--- config.mk ---
export PLATFORM = sky130hd
export DESIGN_NAME = datapath_flat
export DESIGN_NICKNAME = d
export VERILOG_FILES = /design/src/lc3_ctrl_pkg.sv /design/src/lc3_isa_pkg.sv /design/src/datapath_ctrl_if.sv /design/src/datapath.sv /design/src/regfile.sv /design/src/flat_wrapper.sv
export SDC_FILE = /design/constraint.sdc
export NUM_CORES = 1
export LEC_CHECK = 0
export ABC_AREA = 1
export BUFFER_PORTS_ARGS = -buffer_cell sky130_fd_sc_hd__buf_4
export CAP_MARGIN = 5
export CELL_PAD_IN_SITES_DETAIL_PLACEMENT = 2
export CELL_PAD_IN_SITES_GLOBAL_PLACEMENT = 2
export CORE_MARGIN = 4
export CORE_UTILIZATION = 36
export CTS_BUF_LIST = sky130_fd_sc_hd__clkbuf_4 sky130_fd_sc_hd__clkbuf_8
export DETAILED_ROUTE_END_ITERATION = 8
export HOLD_SLACK_MARGIN = 0.08
export PLACE_DENSITY_LB_ADDON = 0.1
export SYNTH_ARGS = -nofsm -noshare
export SYNTH_HDL_FRONTEND = slang
export SYNTH_HIERARCHICAL = 1
export SYNTH_SLANG_ARGS = --single-unit
--- constraint.sdc ---
create_clock -name Clk -period 4.1 [get_ports Clk]
set_input_delay 0.41 -clock Clk [delete_from_list [all_inputs] [get_ports Clk]]
set_output_delay 0.41 -clock Clk [all_outputs]
set_load 0.1 [all_outputs]
--- src/lc3_ctrl_pkg.sv ---
`default_nettype none

package lc3_ctrl_pkg;

    typedef enum logic [3:0] {
        st_halted,
        st_fetch1,
        st_fetch2,
        st_fetch3,
        st_decode,
        st_alu,      // ADD, AND and NOT.
        st_lea,
        st_br,
        st_jmp,
        st_jsr,
        st_ld_addr,  // LD and LDR.
        st_ld_mem,
        st_ld_wb,
        st_st_addr,  // ST and STR.
        st_st_mem,
        st_st_write
    } ctrl_state_t;

    typedef enum logic [1:0] {pc_inc, pc_reg, pc_alu} pcmux_t;
    typedef enum logic [1:0] {rf_alu, rf_mdr, rf_pc} regfilemux_t;
    typedef enum logic [2:0] {a2_rb, a2_imm5, a2_off9, a2_off11, a2_off6} alumux2_t;
    typedef enum logic {mar_pc, mar_alu} marmux_t;
    typedef enum logic {mdr_mem, mdr_ra} mdrmux_t;
    typedef enum logic {a1_ra, a1_pc} alumux1_t;
    typedef enum logic [1:0] {alu_add, alu_and, alu_not, alu_pass_b} alu_op_t;

endpackage

`default_nettype wire

--- src/lc3_isa_pkg.sv ---
`default_nettype none

package lc3_isa_pkg;

    localparam int word_width = 16;

    typedef logic [word_width-1:0] word_t;
    typedef logic [2:0] reg_idx_t;

    // only the opcodes this machine executes are named.
    typedef enum logic [3:0] {
        op_br   = 4'b0000,
        op_add  = 4'b0001,
        op_ld   = 4'b0010,
        op_st   = 4'b0011,
        op_jsr  = 4'b0100,
        op_and  = 4'b0101,
        op_ldr  = 4'b0110,
        op_str  = 4'b0111,
        op_not  = 4'b1001,
        op_jmp  = 4'b1100,
        op_lea  = 4'b1110,
        op_trap = 4'b1111
    } opcode_t;

    localparam word_t io_out_addr = 16'hFFFF; // stores here go to the output port.

    ////////////////////
    // instruction field positions
    localparam int op_lsb       = 12;
    localparam int dr_lsb       = 9;  // also the nzp field of BR.
    localparam int sr1_lsb      = 6;
    localparam int sr2_lsb      = 0;
    localparam int imm_flag_bit = 5;
    localparam int imm5_bits    = 5;
    localparam int off6_bits    = 6;
    localparam int off9_bits    = 9;
    localparam int off11_bits   = 11;

    localparam reg_idx_t link_reg = 3'd7; // JSR saves the return address here.

endpackage

`default_nettype wire

--- src/datapath_ctrl_if.sv ---
`timescale 1ns/1ps
`default_nettype none

interface datapath_ctrl_if;
    import lc3_isa_pkg::*;
    import lc3_ctrl_pkg::*;

    logic ld_pc;
    logic ld_ir;
    logic ld_regf;
    logic ld_mdr;
    logic ld_mar;
    logic ld_ben;
    logic clr_pc;
    pcmux_t pcmux_sel;
    regfilemux_t regfilemux_sel;
    alumux1_t alumux1_sel;
    alumux2_t alumux2_sel;
    marmux_t marmux_sel;
    mdrmux_t mdrmux_sel;
    alu_op_t alu_op;
    opcode_t opcode;
    logic ben;

    modport ctrl_mp (
        output ld_pc, ld_ir, ld_regf, ld_mdr, ld_mar, ld_ben, clr_pc,
        output pcmux_sel, regfilemux_sel, alumux1_sel, alumux2_sel,
        output marmux_sel, mdrmux_sel, alu_op,
        input  opcode, ben
    );

    modport dp_mp (
        input  ld_pc, ld_ir, ld_regf, ld_mdr, ld_mar, ld_ben, clr_pc,
        input  pcmux_sel, regfilemux_sel, alumux1_sel, alumux2_sel,
        input  marmux_sel, mdrmux_sel, alu_op,
        output opcode, ben
    );

endinterface

`default_nettype wire

--- src/datapath.sv ---
`timescale 1ns/1ps
`default_nettype none

module datapath (
    input  logic                  Clk,
    input  logic                  reset,
    datapath_ctrl_if.dp_mp        dp,
    input  lc3_isa_pkg::word_t    mdr_in,
    output lc3_isa_pkg::word_t    mar_out,
    output lc3_isa_pkg::word_t    mdr_out
);
    import lc3_isa_pkg::*;
    import lc3_ctrl_pkg::*;

    word_t pc;
    word_t ir;
    word_t mar;
    word_t mdr;
    logic [2:0] cc;
    logic [2:0] cc_next;
    logic ben_q;

    reg_idx_t dr;
    reg_idx_t sr1;
    reg_idx_t sr2;
    word_t ra;
    word_t rb;

    word_t imm5_sext;
    word_t off6_sext;
    word_t off9_sext;
    word_t off11_sext;

    word_t pcmux_out;
    word_t regfilemux_out;
    word_t marmux_out;
    word_t mdrmux_out;
    word_t alu_a;
    word_t alu_b;
    word_t alu_out;

    ////////////////////
    // instruction fields
    assign dp.opcode = opcode_t'(ir[op_lsb +: $bits(opcode_t)]);
    assign dp.ben    = ben_q;

    assign dr  = (dp.opcode == op_jsr) ? link_reg : ir[dr_lsb +: $bits(reg_idx_t)];
    // store data is named in the DR field, so port A reads it while MDR takes RA.
    assign sr1 = (dp.mdrmux_sel == mdr_ra) ? ir[dr_lsb +: $bits(reg_idx_t)]
                                           : ir[sr1_lsb +: $bits(reg_idx_t)];
    assign sr2 = ir[sr2_lsb +: $bits(reg_idx_t)];

    assign imm5_sext  = {{(word_width-imm5_bits){ir[imm5_bits-1]}}, ir[imm5_bits-1:0]};
    assign off6_sext  = {{(word_width-off6_bits){ir[off6_bits-1]}}, ir[off6_bits-1:0]};
    assign off9_sext  = {{(word_width-off9_bits){ir[off9_bits-1]}}, ir[off9_bits-1:0]};
    assign off11_sext = {{(word_width-off11_bits){ir[off11_bits-1]}}, ir[off11_bits-1:0]};

    regfile regfile_i (
        .Clk   (Clk),
        .reset (reset),
        .ld    (dp.ld_regf),
        .dr    (dr),
        .sr1   (sr1),
        .sr2   (sr2),
        .wdata (regfilemux_out),
        .ra    (ra),
        .rb    (rb)
    );

    ////////////////////
    // ALU and multiplexers
    always_comb begin
        alu_a = (dp.alumux1_sel == a1_pc) ? pc : ra;

        case (dp.alumux2_sel)
            a2_imm5:  alu_b = ir[imm_flag_bit] ? imm5_sext : rb; // register form if bit 5 is low.
            a2_off9:  alu_b = off9_sext;
            a2_off11: alu_b = off11_sext;
            a2_off6:  alu_b = off6_sext;
            default:  alu_b = rb;
        endcase

        case (dp.alu_op)
            alu_add:    alu_out = alu_a + alu_b;
            alu_and:    alu_out = alu_a & alu_b;
            alu_not:    alu_out = ~alu_a;
            alu_pass_b: alu_out = alu_b;
        endcase

        case (dp.pcmux_sel)
            pc_reg:  pcmux_out = ra;
            pc_alu:  pcmux_out = alu_out;
            default: pcmux_out = pc + 16'd1;
        endcase

        case (dp.regfilemux_sel)
            rf_mdr:  regfilemux_out = mdr;
            rf_pc:   regfilemux_out = pc;
            default: regfilemux_out = alu_out;
        endcase

        marmux_out = (dp.marmux_sel == mar_alu) ? alu_out : pc;
        mdrmux_out = (dp.mdrmux_sel == mdr_ra) ? ra : mdr_in;
    end

    // n, z, p of the value being written back.
    assign cc_next[2] = regfilemux_out[word_width-1];
    assign cc_next[1] = (regfilemux_out == '0);
    assign cc_next[0] = !regfilemux_out[word_width-1] && (regfilemux_out != '0);

    ////////////////////
    // registers
    always_ff @(posedge Clk) begin
        if (reset) begin
            pc    <= '0;
            ir    <= '0;
            mar   <= '0;
            mdr   <= '0;
            cc    <= 3'b010; // a cleared machine reads as zero.
            ben_q <= 1'b0;
        end else begin
            if (dp.clr_pc) begin
                pc <= '0;
            end else if (dp.ld_pc) begin
                pc <= pcmux_out;
            end
            if (dp.ld_ir) ir <= mdr;
            if (dp.ld_mar) mar <= marmux_out;
            if (dp.ld_mdr) mdr <= mdrmux_out;
            if (dp.ld_regf) cc <= cc_next;
            if (dp.ld_ben) begin
                ben_q <= (dp.opcode == op_br) && ((ir[dr_lsb +: 3] & cc) != 3'b000);
            end
        end
    end

    assign mar_out = mar;
    assign mdr_out = mdr;

endmodule

`default_nettype wire

--- src/regfile.sv ---
`timescale 1ns/1ps
`default_nettype none

module regfile (
    input  logic                  Clk,
    input  logic                  reset,
    input  logic                  ld,
    input  lc3_isa_pkg::reg_idx_t dr,
    input  lc3_isa_pkg::reg_idx_t sr1,
    input  lc3_isa_pkg::reg_idx_t sr2,
    input  lc3_isa_pkg::word_t    wdata,
    output lc3_isa_pkg::word_t    ra,
    output lc3_isa_pkg::word_t    rb
);
    import lc3_isa_pkg::*;

    localparam int num_regs = 2 ** $bits(reg_idx_t);

    word_t regs [num_regs];

    always_ff @(posedge Clk) begin
        if (reset) begin
            for (int i = 0; i < num_regs; i++) begin
                regs[i] <= '0;
            end
        end else if (ld) begin
            regs[dr] <= wdata;
        end
    end

    assign ra = regs[sr1]; // reads see the old value during a write.
    assign rb = regs[sr2];

endmodule

`default_nettype wire

--- src/flat_wrapper.sv ---
// flat-port wrapper written by rule: the top's interface ports become plain ports
module datapath_flat import lc3_isa_pkg::*; import lc3_ctrl_pkg::*;
  (Clk, reset, mdr_in, mar_out, mdr_out, dp_ld_pc, dp_ld_ir, dp_ld_regf, dp_ld_mdr, dp_ld_mar, dp_ld_ben, dp_clr_pc, dp_pcmux_sel, dp_regfilemux_sel, dp_alumux1_sel, dp_alumux2_sel, dp_marmux_sel, dp_mdrmux_sel, dp_alu_op, dp_opcode, dp_ben);
  datapath_ctrl_if dp_i ();
  input  logic Clk;
  input  logic reset;
  input  lc3_isa_pkg::word_t mdr_in;
  output lc3_isa_pkg::word_t mar_out;
  output lc3_isa_pkg::word_t mdr_out;
  input wire logic [$bits(dp_i.ld_pc)-1:0] dp_ld_pc;
  input wire logic [$bits(dp_i.ld_ir)-1:0] dp_ld_ir;
  input wire logic [$bits(dp_i.ld_regf)-1:0] dp_ld_regf;
  input wire logic [$bits(dp_i.ld_mdr)-1:0] dp_ld_mdr;
  input wire logic [$bits(dp_i.ld_mar)-1:0] dp_ld_mar;
  input wire logic [$bits(dp_i.ld_ben)-1:0] dp_ld_ben;
  input wire logic [$bits(dp_i.clr_pc)-1:0] dp_clr_pc;
  input wire logic [$bits(dp_i.pcmux_sel)-1:0] dp_pcmux_sel;
  input wire logic [$bits(dp_i.regfilemux_sel)-1:0] dp_regfilemux_sel;
  input wire logic [$bits(dp_i.alumux1_sel)-1:0] dp_alumux1_sel;
  input wire logic [$bits(dp_i.alumux2_sel)-1:0] dp_alumux2_sel;
  input wire logic [$bits(dp_i.marmux_sel)-1:0] dp_marmux_sel;
  input wire logic [$bits(dp_i.mdrmux_sel)-1:0] dp_mdrmux_sel;
  input wire logic [$bits(dp_i.alu_op)-1:0] dp_alu_op;
  output wire logic [$bits(dp_i.opcode)-1:0] dp_opcode;
  output wire logic [$bits(dp_i.ben)-1:0] dp_ben;
  assign dp_i.ld_pc = dp_ld_pc;
  assign dp_i.ld_ir = dp_ld_ir;
  assign dp_i.ld_regf = dp_ld_regf;
  assign dp_i.ld_mdr = dp_ld_mdr;
  assign dp_i.ld_mar = dp_ld_mar;
  assign dp_i.ld_ben = dp_ld_ben;
  assign dp_i.clr_pc = dp_clr_pc;
  assign dp_i.pcmux_sel = dp_pcmux_sel;
  assign dp_i.regfilemux_sel = dp_regfilemux_sel;
  assign dp_i.alumux1_sel = dp_alumux1_sel;
  assign dp_i.alumux2_sel = dp_alumux2_sel;
  assign dp_i.marmux_sel = dp_marmux_sel;
  assign dp_i.mdrmux_sel = dp_mdrmux_sel;
  assign dp_i.alu_op = dp_alu_op;
  assign dp_opcode = dp_i.opcode;
  assign dp_ben = dp_i.ben;
  datapath u_core (.Clk(Clk), .reset(reset), .dp(dp_i), .mdr_in(mdr_in), .mar_out(mar_out), .mdr_out(mdr_out));
endmodule
# ---- Yosys cells after proc, flatten, opt, wreduce, memory -nomap -nowiden
# Memory sizes are Yosys's and may differ from the RTL's. A register that Yosys moved wholly into a read port is not among the register bits.
# Cells that the tools add are included.
dict set report classes {
  add_sub_neg 2
  eq_ne 12
  n_mux 20
  bitwise 3
  reduce_logical 10
}
# op n
set ops {}
lappend ops {{case mux 16 bit (4 select lines)} 2}
lappend ops {{two-way mux 16 bit} 5}
lappend ops {{case mux 16 bit (2 select lines)} 2}
lappend ops {{adder 16 x 1 -> 16 bit (second input constant)} 1}
lappend ops {{adder 16 bit} 1}
lappend ops {{bitwise AND 16 bit} 1}
lappend ops {{logical NOT 16 bit} 1}
lappend ops {{inverter 16 bit} 1}
lappend ops {{nonzero test 16 bit} 1}
lappend ops {{OR reduction 16 bit} 1}
lappend ops {{two-way mux 3 bit} 5}
lappend ops {{equality test 2 bit (second input constant)} 4}
lappend ops {{equality test 2 x 1 -> 1 bit (second input constant)} 3}
lappend ops {{equality test 3 x 2 -> 1 bit (second input constant)} 2}
lappend ops {{two-way mux 1 bit} 6}
lappend ops {{equality test 4 x 3 -> 1 bit (second input constant)} 1}
lappend ops {{logical NOT 4 bit} 1}
lappend ops {{bitwise AND 3 bit} 1}
lappend ops {{equality test 3 x 1 -> 1 bit (second input constant)} 1}
lappend ops {{equality test 3 bit (second input constant)} 1}
lappend ops {{nonzero test 3 bit} 1}
lappend ops {{logical AND 1 bit} 2}
lappend ops {{logical NOT 2 bit} 1}
lappend ops {{OR reduction 2 bit} 1}
lappend ops {{logical NOT 1 bit} 1}
dict set report totals {
  reg_bits 68
  mem_bits_rw 128
  input_bits 37
  word_cells 54
  memories 1
}
# name depth width rd rd_ports_with_merged_regs write_ports line
set mem_list {}
lappend mem_list {u_core.regfile_i.regs 8 16 2 1 8 regfile.sv:19} ;# word_t regs [num_regs];

# ---- Depth between registers and ports, before layout
# Gate-level depths: netlist (run 1).
# An unclocked memory read counts as a cell.
dict set report depth {
  depth_word 8
  ltp_mapped 34
}

# ---- Hierarchy
# Netlist (run 1), hierarchy kept.
# mod n_inst cells_each area_each_um2 seq_area_each_um2
set modules_own_cells {}
lappend modules_own_cells {regfile 1 1032 7532.2 3843.7}
lappend modules_own_cells {datapath 1 1059 6098.3 1361.3}

# ---- Worst setup path before layout (run 1)
# Ideal clock, no wire load.
dict set report synth_path {
  path_kind {input to register}
  startpoint {in dp_mdrmux_sel}
  endpoint {mem u_core/regfile_i/regs[0][15] (netlist name), data pin}
  setup_ps 259
  arrival_ps 3276
  t_required_ps 3841
  setup_slack_ps 565
  path_stages 26
  cell_sequence {clkinv_1 -> clkbuf_1 -> o21ai_0 -> buf_2 -> buf_2 -> nand2_1 -> nand3_1 -> nand2_1 -> nand2_1 -> nand2_1 -> nand2_1 -> o21ai_0 -> ha_1 -> nand2_1 -> inv_1 -> a21oi_1 -> nand2_1 -> nand2_1 -> nand2_1 -> nand2_1 -> nand2_1 -> nand2_1 -> nand3_1 -> and2_1 -> inv_1 -> nor2_1}
}
# element line
set synth_lines {}
lappend synth_lines {{start, declared} flat_wrapper.sv:22} ;# input wire logic [$bits(dp_i.mdrmux_sel)-1:0] dp_mdrmux_sel;
lappend synth_lines {{end, declared} regfile.sv:19}

# ---- Final worst setup path (run 1)
dict set report layout_path {
  startpoint {reg u_core.ir[0]}
  endpoint {reg u_core.cc[0]}
}
dict set report layout_via {
  elab_chain_cells 7
  elab_cells_between_ends 9
  cone_classes {add/sub (1); mux (4); bitwise (1); reduce/logical (3)}
}
# element line
set layout_rtl {}
lappend layout_rtl {{start, declared} datapath.sv:16} ;# word_t ir;
lappend layout_rtl {{start signal, assigned} datapath.sv:127} ;# if (dp.ld_ir) ir <= mdr;
lappend layout_rtl {{two-way mux 16 bit} datapath.sv:76} ;# a2_imm5: alu_b = ir[imm_flag_bit] ? imm5_sext : rb;
lappend layout_rtl {{case mux 16 bit (4 select lines) (*)} datapath.sv:75} ;# case (dp.alumux2_sel)
lappend layout_rtl {{adder 16 bit / bitwise AND 16 bit (equally long branches)} {datapath.sv:84, datapath.sv:85}}
lappend layout_rtl {{case mux 16 bit (4 select lines) (*)} datapath.sv:83} ;# case (dp.alu_op)
lappend layout_rtl {{case mux 16 bit (2 select lines) (*)} datapath.sv:96} ;# case (dp.regfilemux_sel)
lappend layout_rtl {{nonzero test 16 bit / logical NOT 1 bit (equally long branches)} datapath.sv:109} ;# assign cc_next[0] = !regfilemux_out[word_width-1] && (regfilemux_out != '0);
lappend layout_rtl {{logical AND 1 bit (*)} datapath.sv:109}
lappend layout_rtl {{end signal, assigned} datapath.sv:130} ;# if (dp.ld_regf) cc <= cc_next;
lappend layout_rtl {{end, declared} datapath.sv:19} ;# logic [2:0] cc;
# Every way passes the cells marked *; elsewhere a longest branch is shown, timed or not.
# A chain may end at the register's enable or synchronous reset.

==> results of run 1 <==
## cell usage in the layout (no fill, tap or decap), types with 3 or more instances in the layout
cell type / n
nor2_4: 3
nand3_2: 10
xor2_1: 11
o21ai_1: 6
inv_6: 5
buf_12: 17
dfxtp_1: 65
ha_4: 3
ha_1: 13
nand3b_1: 4
nor2_2: 9
nand2_1: 728
nor3_1: 3
ha_2: 5
a21oi_1: 95
inv_1: 282
nor2_1: 201
edfxtp_1: 128
clkbuf_16: 3
nand2_2: 37
o211ai_1: 32
nand2_4: 5
buf_4: 199
o21ai_2: 8
nand4_1: 12
inv_4: 3
a31oi_1: 3
clkbuf_8: 19
clkinv_1: 6
nand3_1: 192
and2_1: 6
inv_2: 14
o21ai_0: 77
a21oi_2: 5
## cell families (layout without fill, tap and decap cells)
family / count (synthesis) / after routing / share of synthesized area, %
other cells: 0 / 1 / 0
flops: 196 / 196 / 38.2
fa+ha+maj: 22 / 22 / 2.07
xor+xnor: 11 / 11 / 0.707
compound gates: 238 / 238 / 9.66
simple gates: 1221 / 1221 / 37.2
buf+inv: 403 / 557 / 12.1
## path summary, 6_finish.rpt
check	from	endpoint	slack, ns	depth (start not counted)
max	u_core/ir[0]$_SDFFE_PP0P_	u_core/cc[0]$_SDFFE_PP0P_	0.13	31
min	dp_ld_pc	u_core/pc[12]$_SDFFE_PP0P_	0.17	2
max reg2reg	u_core/ir[0]$_SDFFE_PP0P_	u_core/cc[0]$_SDFFE_PP0P_	0.13	31
min reg2reg	u_core/mar_out[3]$_SDFFE_PP0P_	u_core/mar_out[3]$_SDFFE_PP0P_	0.48	2
## timing repair
| action | CTS | global route |
|---|---|---|
| pin swaps | 2 | 3 |
| setup endpoints to repair | 67 | 87 |
| resized for setup | 14 | 76 |
| setup buffers | 2 | 3 |
| hold buffers | 1 | 0 |
| endpoints found under the hold margin | 1 | 0 |
| gates cloned | 0 | 3 |
## stage by stage
step,instance area [um^2],util [%]
6_report,16300,43.5
5_1_grt,16300,43.5
4_1_cts,16000,42.6
3_5_place_dp,15600,41.5
3_3_place_gp,15600,41.5
2_1_floorplan,13600,-
## power by group
part           internal [mW]  switching, mW
clock network          0.461          0.810
logic                  0.730           1.59
registers               2.21         0.0821
## area by class of cell
type                    count  area, um^2
fillers                  4625       21200
multi-input cells        1492        7010
flip-flops and latches    196        5210
repair buffers            222        1940
inverters                 303        1150
well taps                 511         639
clock buffers              19         262
clock inverters            13        98.8
diodes                      1        2.50
## per-layer routing
layer,track usage [%],routed length [um]
met4,11.9,2530
met3,5.22,4010
met5,0,12
met1,42.7,30200
met2,51.1,30400
## worst max-delay path: cells and delay by family (launching register included)
family	cells	cell delay [ns]
flip-flops	1	0.47
buffers and inverters	6	0.67
AND/OR/NAND/NOR	23	2.29
AO/OA/AOI/OAI	1	0.13
adder cells (fa/ha/maj)	1	0.24
==> results.tsv, run 1 <==
stage	metric	value	unit
outcome	status	completed	
critical_path	crit_top_cell	nand2_1	
critical_path	crit_type	reg2reg	
sta	finalCritPeriodShare	96.8	%
sta	period_minus_slack	3.97	ns
critical_path	cp_max_fo	22	
synth	yosys.area.top_type	edfxtp_1	
sta	setup_tns	0	ns
placement	place_inst	2715	
cts	ctsRootBufferMaster	clkbuf_8	
placement	numPortBuffers	73	
synth	synth.most_common_cell	nand2_1	
critical_path	critical_path.endpoint_type	flip-flop	
die	placementRows	71	
synth	yosys_warnings	6	
placement	place_ws	-0.735	ns
global_route	grt_pass1_wl	98200	um
placement	hpwlAfterDp	49000	um
power_and_ir_drop	powerDensity	361	nW/um^2
global_route	grt_max_degree	43	
sta	rsz0062_at_grt	true	
sta	max-slew-margin-rel	30.4	%
drt	drt_wl_total	67200	um
synth	avgSynthCellArea	6.52	um^2
sta	slew_viol_final	0	
sta	skew	0.0303	ns
layout	synthToLayoutAreaGrowth	19.7	%
sta	hold_viol_final	0	
drt	drt-pass1-iter-count	5	
layout	largest_register_ffs	128	
layout	regMostFlops	u_core/regfile_i/regs	
global_route	grt_pass1_vias	16000	
drt	drt_iter0_drc	1096	
critical_path	cp-start-kind	flip-flop	
synth	async_flop_share	0	%
synth	synth.cell_area	13600	um^2
die	ioPinCount	74	
synth	synthFlopType	edfxtp_1	
cts	clk_path_buf_depth	2	
synth	ys_seq_elements	196	
critical_path	crit_arrival	4.41	ns
die	fp.dieW	203	um
cts	clock_sinks	196	
critical_path	worst_path_largest_cell_delay	0.47	ns
synth	synthTopCellsByArea	edfxtp_1, nand2_1, dfxtp_1	
drt	ant_nets	0	
global_route	antenna_found_initial	2	
synth	syn-num-nets	2150	
sta	worst_slack	0.131	ns
cts	htreeDepth	4	
global_route	overflow	0	
sta	max_freq	0.252	GHz
die	initial_core_util	36.4	%
critical_path	cp.required	4.54	ns
cts	cts_buffers	17	
job	max-cap-violations	0	
drt	drc	0	
drt	num_vias	15100	
sta	holdWs	0.169	ns
power_and_ir_drop	vdd_ir_drop_max	0.296	mV
power_and_ir_drop	p_total	5.88	mW
sta	tightestPinTransition	1.04	ns
drt	vias_per_cell	5.47	
synth	yosysSeqAreaShare	38.2	%
die	dieArea	41000	um^2
layout	drive_gt1_share	16.4	%
layout	fin_nets	2291	
cts	cts_tree	built	
critical_path	critPathSlowestCell	dfxtp_4	
min_path	hold_path_class	in2reg	
layout	final_cells	2757	
drt	wl_per_cell	24.4	um
synth	synth_edf_count	128	
synth	synth.distinct_cells	47	
synth	synthCells	2091	
die	dieHeight	203	um
die	core	37500	um^2
cts	clkTransAtPathRegs	0.12	ns
synth	yosys-top-cells-count	nand2_1, inv_1, nor2_1	
power_and_ir_drop	p_leak	7.96	nW
placement	place.gp.congestion	0.958	
synth	synth_top_cell_area_share	28.2	%
cts	clock_latency	0.55	ns
global_route	track_usage	31.6	%
sta	setup-violations-final	0	
No activity file was read; power rests on OpenSTA's default activity.
==> run 2: changes to the inputs <==
Settings changed: CORE_ASPECT_RATIO set to 1.75.
==> results.tsv, run 2 (synthesis results as in run 1) <==
stage	metric	value	unit	change
drt	drt_iter0_drc	887		-19%
global_route	antenna_found_initial	1		-1
critical_path	cp.required	4.51	ns	-0.03 ns
sta	max_freq	0.251	GHz	-0.43%
sta	tightestPinTransition	1.10	ns	+0.0667 ns
layout	fin_nets	2299		+0.35%
die	dieHeight	265	um	+31%
critical_path	rrSetupSlack	0.11	ns	-0.02 ns
placement	place_area	15600	um^2	+0.25%
critical_path	worst_path_largest_cell_delay	0.40	ns	-0.07 ns
critical_path	crit_type	reg2reg		
layout	final_cell_mix	nand2_1, inv_1, buf_4, nor2_1, nand3_1		
job	max-cap-violations	0		unchanged
cts	cts_buffers	17		unchanged
cts	clock_sinks	196		unchanged
sta	finalCritPeriodShare	97.2	%	+0.42 points
cts	htreeDepth	4		unchanged
drt	wl_met2	38500	um	+27%
drt	ant_nets	0		unchanged
global_route	grt_pass1_vias	17300		+7.9%
layout	largest_register_ffs	128		unchanged
cts	clk_path_buf_depth	2		unchanged
sta	rsz0062_at_grt	true		
critical_path	rr_startpoint	u_core/ir[8]$_SDFFE_PP0P_		
critical_path	cp_max_fo	8		-64%
drt	vias_per_cell	5.61		+2.6%
global_route	overflow	0		unchanged
sta	hold_viol_final	0		unchanged
critical_path	crit_top_cell	nand2_1		
critical_path	crit_arrival	4.40	ns	about the same
min_path	min-delay-start	reset		
critical_path	cp_top_family	simple AND/OR/NAND/NOR gates		
power_and_ir_drop	p_leak	8.02	nW	+0.82%
critical_path	ff2ff_path_depth	26		-16%
drt	num_vias	15300		+1.7%
layout	fin_area	16500	um^2	+0.86%
die	placementRows	94		+32%
critical_path	cp-startpoint	u_core/ir[8]$_SDFFE_PP0P_		
drt	routed.top_layer	met4		
die	fp.dieW	155	um	-23%
outcome	status	completed		
cts	cts_tree	built		
power_and_ir_drop	powerDensity	366	nW/um^2	+1.6%
drt	wl_per_cell	26.2	um	+7.6%
min_path	min_path_cells	2		unchanged
drt	drc	0		unchanged
sta	max-slew-margin-rel	25.9	%	-4.5 points
layout	drive_gt1_share	16.3	%	-0.10 points
cts	clock_latency	0.53	ns	-0.02 ns
sta	period_minus_slack	3.99	ns	+0.0173 ns
layout	synthToLayoutAreaGrowth	20.7	%	
drt	drt-pass1-iter-count	7		+2
critical_path	cp-start-kind	flip-flop		
placement	place.gp.congestion	0.946		-1.3%
critical_path	critPathSlowestCell	o21ai_1		
global_route	grt_pass1_wl	105000	um	+6.6%
cts	ctsRootBufferMaster	clkbuf_8		
placement	numPortBuffers	73		unchanged
layout	regMostFlops	u_core/regfile_i/regs		
drt	routedLengthMet1	24500	um	-19%
die	dieArea	41200	um^2	+0.30%
cts	clkTransAtPathRegs	0.12	ns	about the same
placement	hpwlAfterDp	52800	um	+7.8%
global_route	grt_max_degree	37		-14%
die	initial_core_util	36.3	%	about the same
global_route	track_usage	34.1	%	+2.5 points
sta	skew	0.0238	ns	-0.00650 ns
sta	slew_viol_final	0		unchanged
sta	holdWs	0.201	ns	+0.0319 ns
power_and_ir_drop	vdd_ir_drop_max	0.222	mV	-25%
min_path	hold_path_class	in2reg		
drt	drt_wl_total	71600	um	+6.7%
drt	met3_wirelength	2530	um	-37%
sta	setup-violations-final	0		unchanged
critical_path	critPathBufInv	6		unchanged
critical_path	worst-path-stages	26		-16%
critical_path	critical_path.endpoint_type	flip-flop		
layout	mostFrequentLayoutCell	nand2_1		
die	ioPinCount	74		unchanged
die	core	37500	um^2	about the same
run 2: cell types whose count changed in the layout (fill, tap and decap cells not counted), moves of 4 or more:
cell,change
nand2_1,+5
inv_8,+5
buf_4,+5
o21ai_2,-4
inv_6,-4
run 2: layout make-up:
type                            count  area (um^2)
Timing Repair Buffer              230         2050
Fill cell                        4605        21100
Multi-Input combinational cell   1492         7010
Clock buffer                       17          234
Antenna cell                        1         2.50
Sequential cell                   196         5210
Inverter                          303         1150
Tap cell                          480          601
Clock inverter                     15          200
run 2: per-stage QoR:
| step | worst slack, ns | setup TNS [ns] | utilization, % | std cells | power, mW |
|---|---|---|---|---|---|
| after global routing | -0.155 | -1.04 | 43.9 | 2734 | 6.30 |
| final | 0.113 | 0 | 43.9 | 2734 | 6.03 |
| after detailed placement | -0.699 | -55.57 | 41.6 | 2690 | 4.50 |
| after floorplan | 0.565 | 0 | - | 2091 | 3.48 |
| after CTS | 0.00712 | 0 | 43.0 | 2723 | 5.93 |
| after global placement | -0.575 | -46.03 | 41.6 | 2690 | 4.41 |
run 2: path summary, 6_finish.rpt:
path	end
worst max register to register	u_core/cc[0]$_SDFFE_PP0P_
worst max-delay path	u_core/cc[0]$_SDFFE_PP0P_
worst min register to register	u_core/mar_out[11]$_SDFFE_PP0P_
worst min-delay path	u_core/mar_out[8]$_SDFFE_PP0P_
run 2: power breakdown:
| part | switching, mW | internal [mW] |
|---|---|---|
| sequential | 0.0820 | 2.21 |
| combinational | 1.61 | 0.736 |
| clock | 0.872 | 0.530 |
run 2: timing repair:
item | CTS | global route
gates cloned | 0 | 4
hold buffers | 1 | 0
pin swaps | 0 | 6
endpoints found under the hold margin | 1 | 0
setup buffers | 0 | 6
gates resized for setup | 20 | 58
endpoints found under the setup margin | 107 | 114
run 2: worst reg2reg max path, delay by kind of cell (launching register included):
family	cells	cell delay [ns]
simple gates	17	1.87
compound gates	2	0.56
buf+inv	6	0.87
flops	1	0.35
fa+ha+maj	1	0.21
run 2: routing by layer:
metal / global-route usage [%] / vias up
met1: 33.7 / 7736
met5: 0 / -
met4: 24.2 / 0
li1: - / 6878
met2: 64.4 / 479
met3: 4.13 / 242
==> run 3: changes to the inputs <==
Settings changed: MAX_ROUTING_LAYER set to met4.
==> results.tsv, run 3 (synthesis results as in run 1) <==
stage	metric	value	unit	change
outcome	status	completed		
die	dieArea	41200	um^2	unchanged
cts	clkTransAtPathRegs	0.12	ns	about the same
min_path	hold_path_class	in2reg		
placement	place_area	15700	um^2	+0.29%
power_and_ir_drop	p_leak	8.06	nW	+0.46%
sta	skew	0.0260	ns	+0.00225 ns
drt	wl_met2	38800	um	+0.80%
layout	final_cell_mix	nand2_1, inv_1, buf_4, nor2_1, nand3_1		
die	ioPinCount	74		unchanged
cts	cts_buffers	17		unchanged
sta	max-slew-margin-rel	28.8	%	+2.9 points
job	max-cap-violations	0		unchanged
layout	fin_nets	2311		+0.52%
critical_path	crit_top_cell	nand2_1		
sta	hold_viol_final	0		unchanged
drt	routed.top_layer	met4		
cts	htreeDepth	4		unchanged
global_route	track_usage	35.4	%	+1.4 points
layout	drive_gt1_share	17.4	%	+1.1 points
die	core	37500	um^2	unchanged
cts	clock_latency	0.54	ns	about the same
critical_path	rr_startpoint	u_core/ir[9]$_SDFFE_PP0P_		
critical_path	cp_max_fo	19		+11
critical_path	critical_path.endpoint_type	flip-flop		
cts	ctsRootBufferMaster	clkbuf_8		
cts	clk_path_buf_depth	2		unchanged
sta	max_freq	0.246	GHz	-1.9%
cts	cts_tree	built		
global_route	grt_pass1_vias	17100		-0.90%
cts	clock_sinks	196		unchanged
power_and_ir_drop	p_int	3.46	mW	-0.36%
drt	met3_wirelength	2620	um	+3.6%
critical_path	cp-endpoint	u_core/cc[0]$_SDFFE_PP0P_		
die	initial_core_util	36.3	%	unchanged
power_and_ir_drop	p_clk_share	22.0	%	-1.3 points
critical_path	cp-startpoint	u_core/ir[9]$_SDFFE_PP0P_		
critical_path	r2r_end	u_core/cc[0]$_SDFFE_PP0P_		
drt	drc	0		unchanged
layout	final_util	44.1	%	+0.26 points
die	dieHeight	265	um	unchanged
sta	setup-violations-final	0		unchanged
drt	num_vias	15400		+0.57%
drt	drt_iter0_drc	841		-5.2%
placement	numPortBuffers	73		unchanged
die	fp.dieW	155	um	unchanged
critical_path	critPathSlowestCell	dfxtp_2		
critical_path	rrSetupSlack	0.04	ns	-0.08 ns
power_and_ir_drop	swShare	42.3	%	-0.17 points
sta	finalCritPeriodShare	99.1	%	+1.9 points
power_and_ir_drop	power_frac_seq	38.2	%	+0.3 points
critical_path	worst_path_largest_cell_delay	0.35	ns	-0.05 ns
die	placementRows	94		unchanged
critical_path	crit_arrival	4.49	ns	+0.09 ns
layout	synthToLayoutAreaGrowth	21.4	%	
sta	slew_viol_final	0		unchanged
critical_path	ff2ff_path_depth	29		+12%
layout	fin_area	16600	um^2	+0.59%
drt	drt-pass1-iter-count	7		unchanged
power_and_ir_drop	combPwrFrac	39.8	%	+1.0 points
layout	regMostFlops	u_core/regfile_i/regs		
drt	routedLengthMet1	24900	um	+1.6%
power_and_ir_drop	vdd_ir_drop_max	0.221	mV	-0.29%
drt	wl_per_cell	26.6	um	+1.6%
drt	vias_per_cell	5.62		+0.16%
global_route	antenna_found_initial	1		unchanged
layout	largest_register_ffs	128		unchanged
placement	place.gp.congestion	0.976		+3.2%
min_path	min-delay-start	reset		
global_route	grt_max_degree	37		unchanged
sta	holdWs	0.180	ns	-0.0216 ns
sta	period_minus_slack	4.06	ns	+0.0777 ns
global_route	grt_pass1_wl	105000	um	+0.78%
critical_path	cp.required	4.52	ns	about the same
placement	hpwlAfterDp	52700	um	about the same
critical_path	crit_type	reg2reg		
sta	tightestPinTransition	1.06	ns	-0.0430 ns
power_and_ir_drop	power.switching	2.53	mW	-1.0%
layout	mostFrequentLayoutCell	nand2_1		
global_route	overflow	0		unchanged
critical_path	cp-start-kind	flip-flop		
power_and_ir_drop	powerDensity	362	nW/um^2	-1.2%
drt	drt_wl_total	73100	um	+2.1%
drt	ant_nets	0		unchanged
## run 3: changes by cell type in the layout (fill, tap and decap cells not counted), sizes merged
| cell | change |
|---|---|
| buf | +13 |
| clkbuf | -1 |
| inv | -1 |
## run 3: power by group through the flow
stage	Clock (mW)	Combinational (mW)	Sequential (mW)
6_report	1.32	2.39	2.29
5_1_grt	1.40	2.53	2.30
4_1_cts	1.34	2.23	2.28
3_5_place_dp	0	2.17	2.33
3_3_place_gp	0	2.10	2.32
2_1_floorplan	0	1.02	2.46
## run 3: critical path: cells and delay by family, from the launching register on
family	cells	cell delay [ns]
AND/OR/NAND/NOR	19	1.87
buffers and inverters	6	0.73
AO/OA/AOI/OAI	3	0.73
flip-flops	1	0.35
adder cells (fa/ha/maj)	1	0.26
## run 3: layout make-up
class                           instances  area (um^2)
Clock inverter                         14          145
Inverter                              303         1150
Sequential cell                       196         5210
Tap cell                              480          601
Timing Repair Buffer                  242         2130
Fill cell                            4628        21000
Antenna cell                            1         2.50
Clock buffer                           17          234
Multi-Input combinational cell       1492         7090
## run 3: worst min path at each step
stage                                           endpoint  cells past startpoint
after floorplan                u_core/cc[1]$_SDFFE_PP1P_                      2
after global placement    u_core/mar_out[9]$_SDFFE_PP0P_                      2
after detailed placement  u_core/mar_out[3]$_SDFFE_PP0P_                      2
after CTS                 u_core/mar_out[3]$_SDFFE_PP0P_                      2
after global routing      u_core/mar_out[3]$_SDFFE_PP0P_                      2
final                     u_core/mar_out[3]$_SDFFE_PP0P_                      2
## run 3: repair_timing
action / in CTS / in global routing
hold buffers: 1 / 0
setup endpoints to repair: 101 / 119
endpoints found under the hold margin: 1 / 0
gates cloned: 0 / 3
pin swaps: 3 / 9
gates resized for setup: 19 / 83
buffers inserted: 3 / 10
## run 3: metrics by stage
| step | setup slack (ns) | setup TNS [ns] | power [mW] | instances |
|---|---|---|---|---|
| floorplan | 0.565 | 0 | 3.48 | 2091 |
| global placement | -0.659 | -53.77 | 4.42 | 2696 |
| detailed placement | -0.755 | -65.58 | 4.50 | 2696 |
| CTS | 0.00182 | 0 | 5.86 | 2731 |
| global route | -0.0716 | -0.706 | 6.23 | 2745 |
| finish | 0.0355 | 0 | 5.99 | 2745 |
## run 3: per-layer routing
layer,GRT usage [%],vias up
li1,-,6907
met1,34.1,7632
met2,64.5,560
met3,3.76,323
met4,26.0,0
met5,-,-
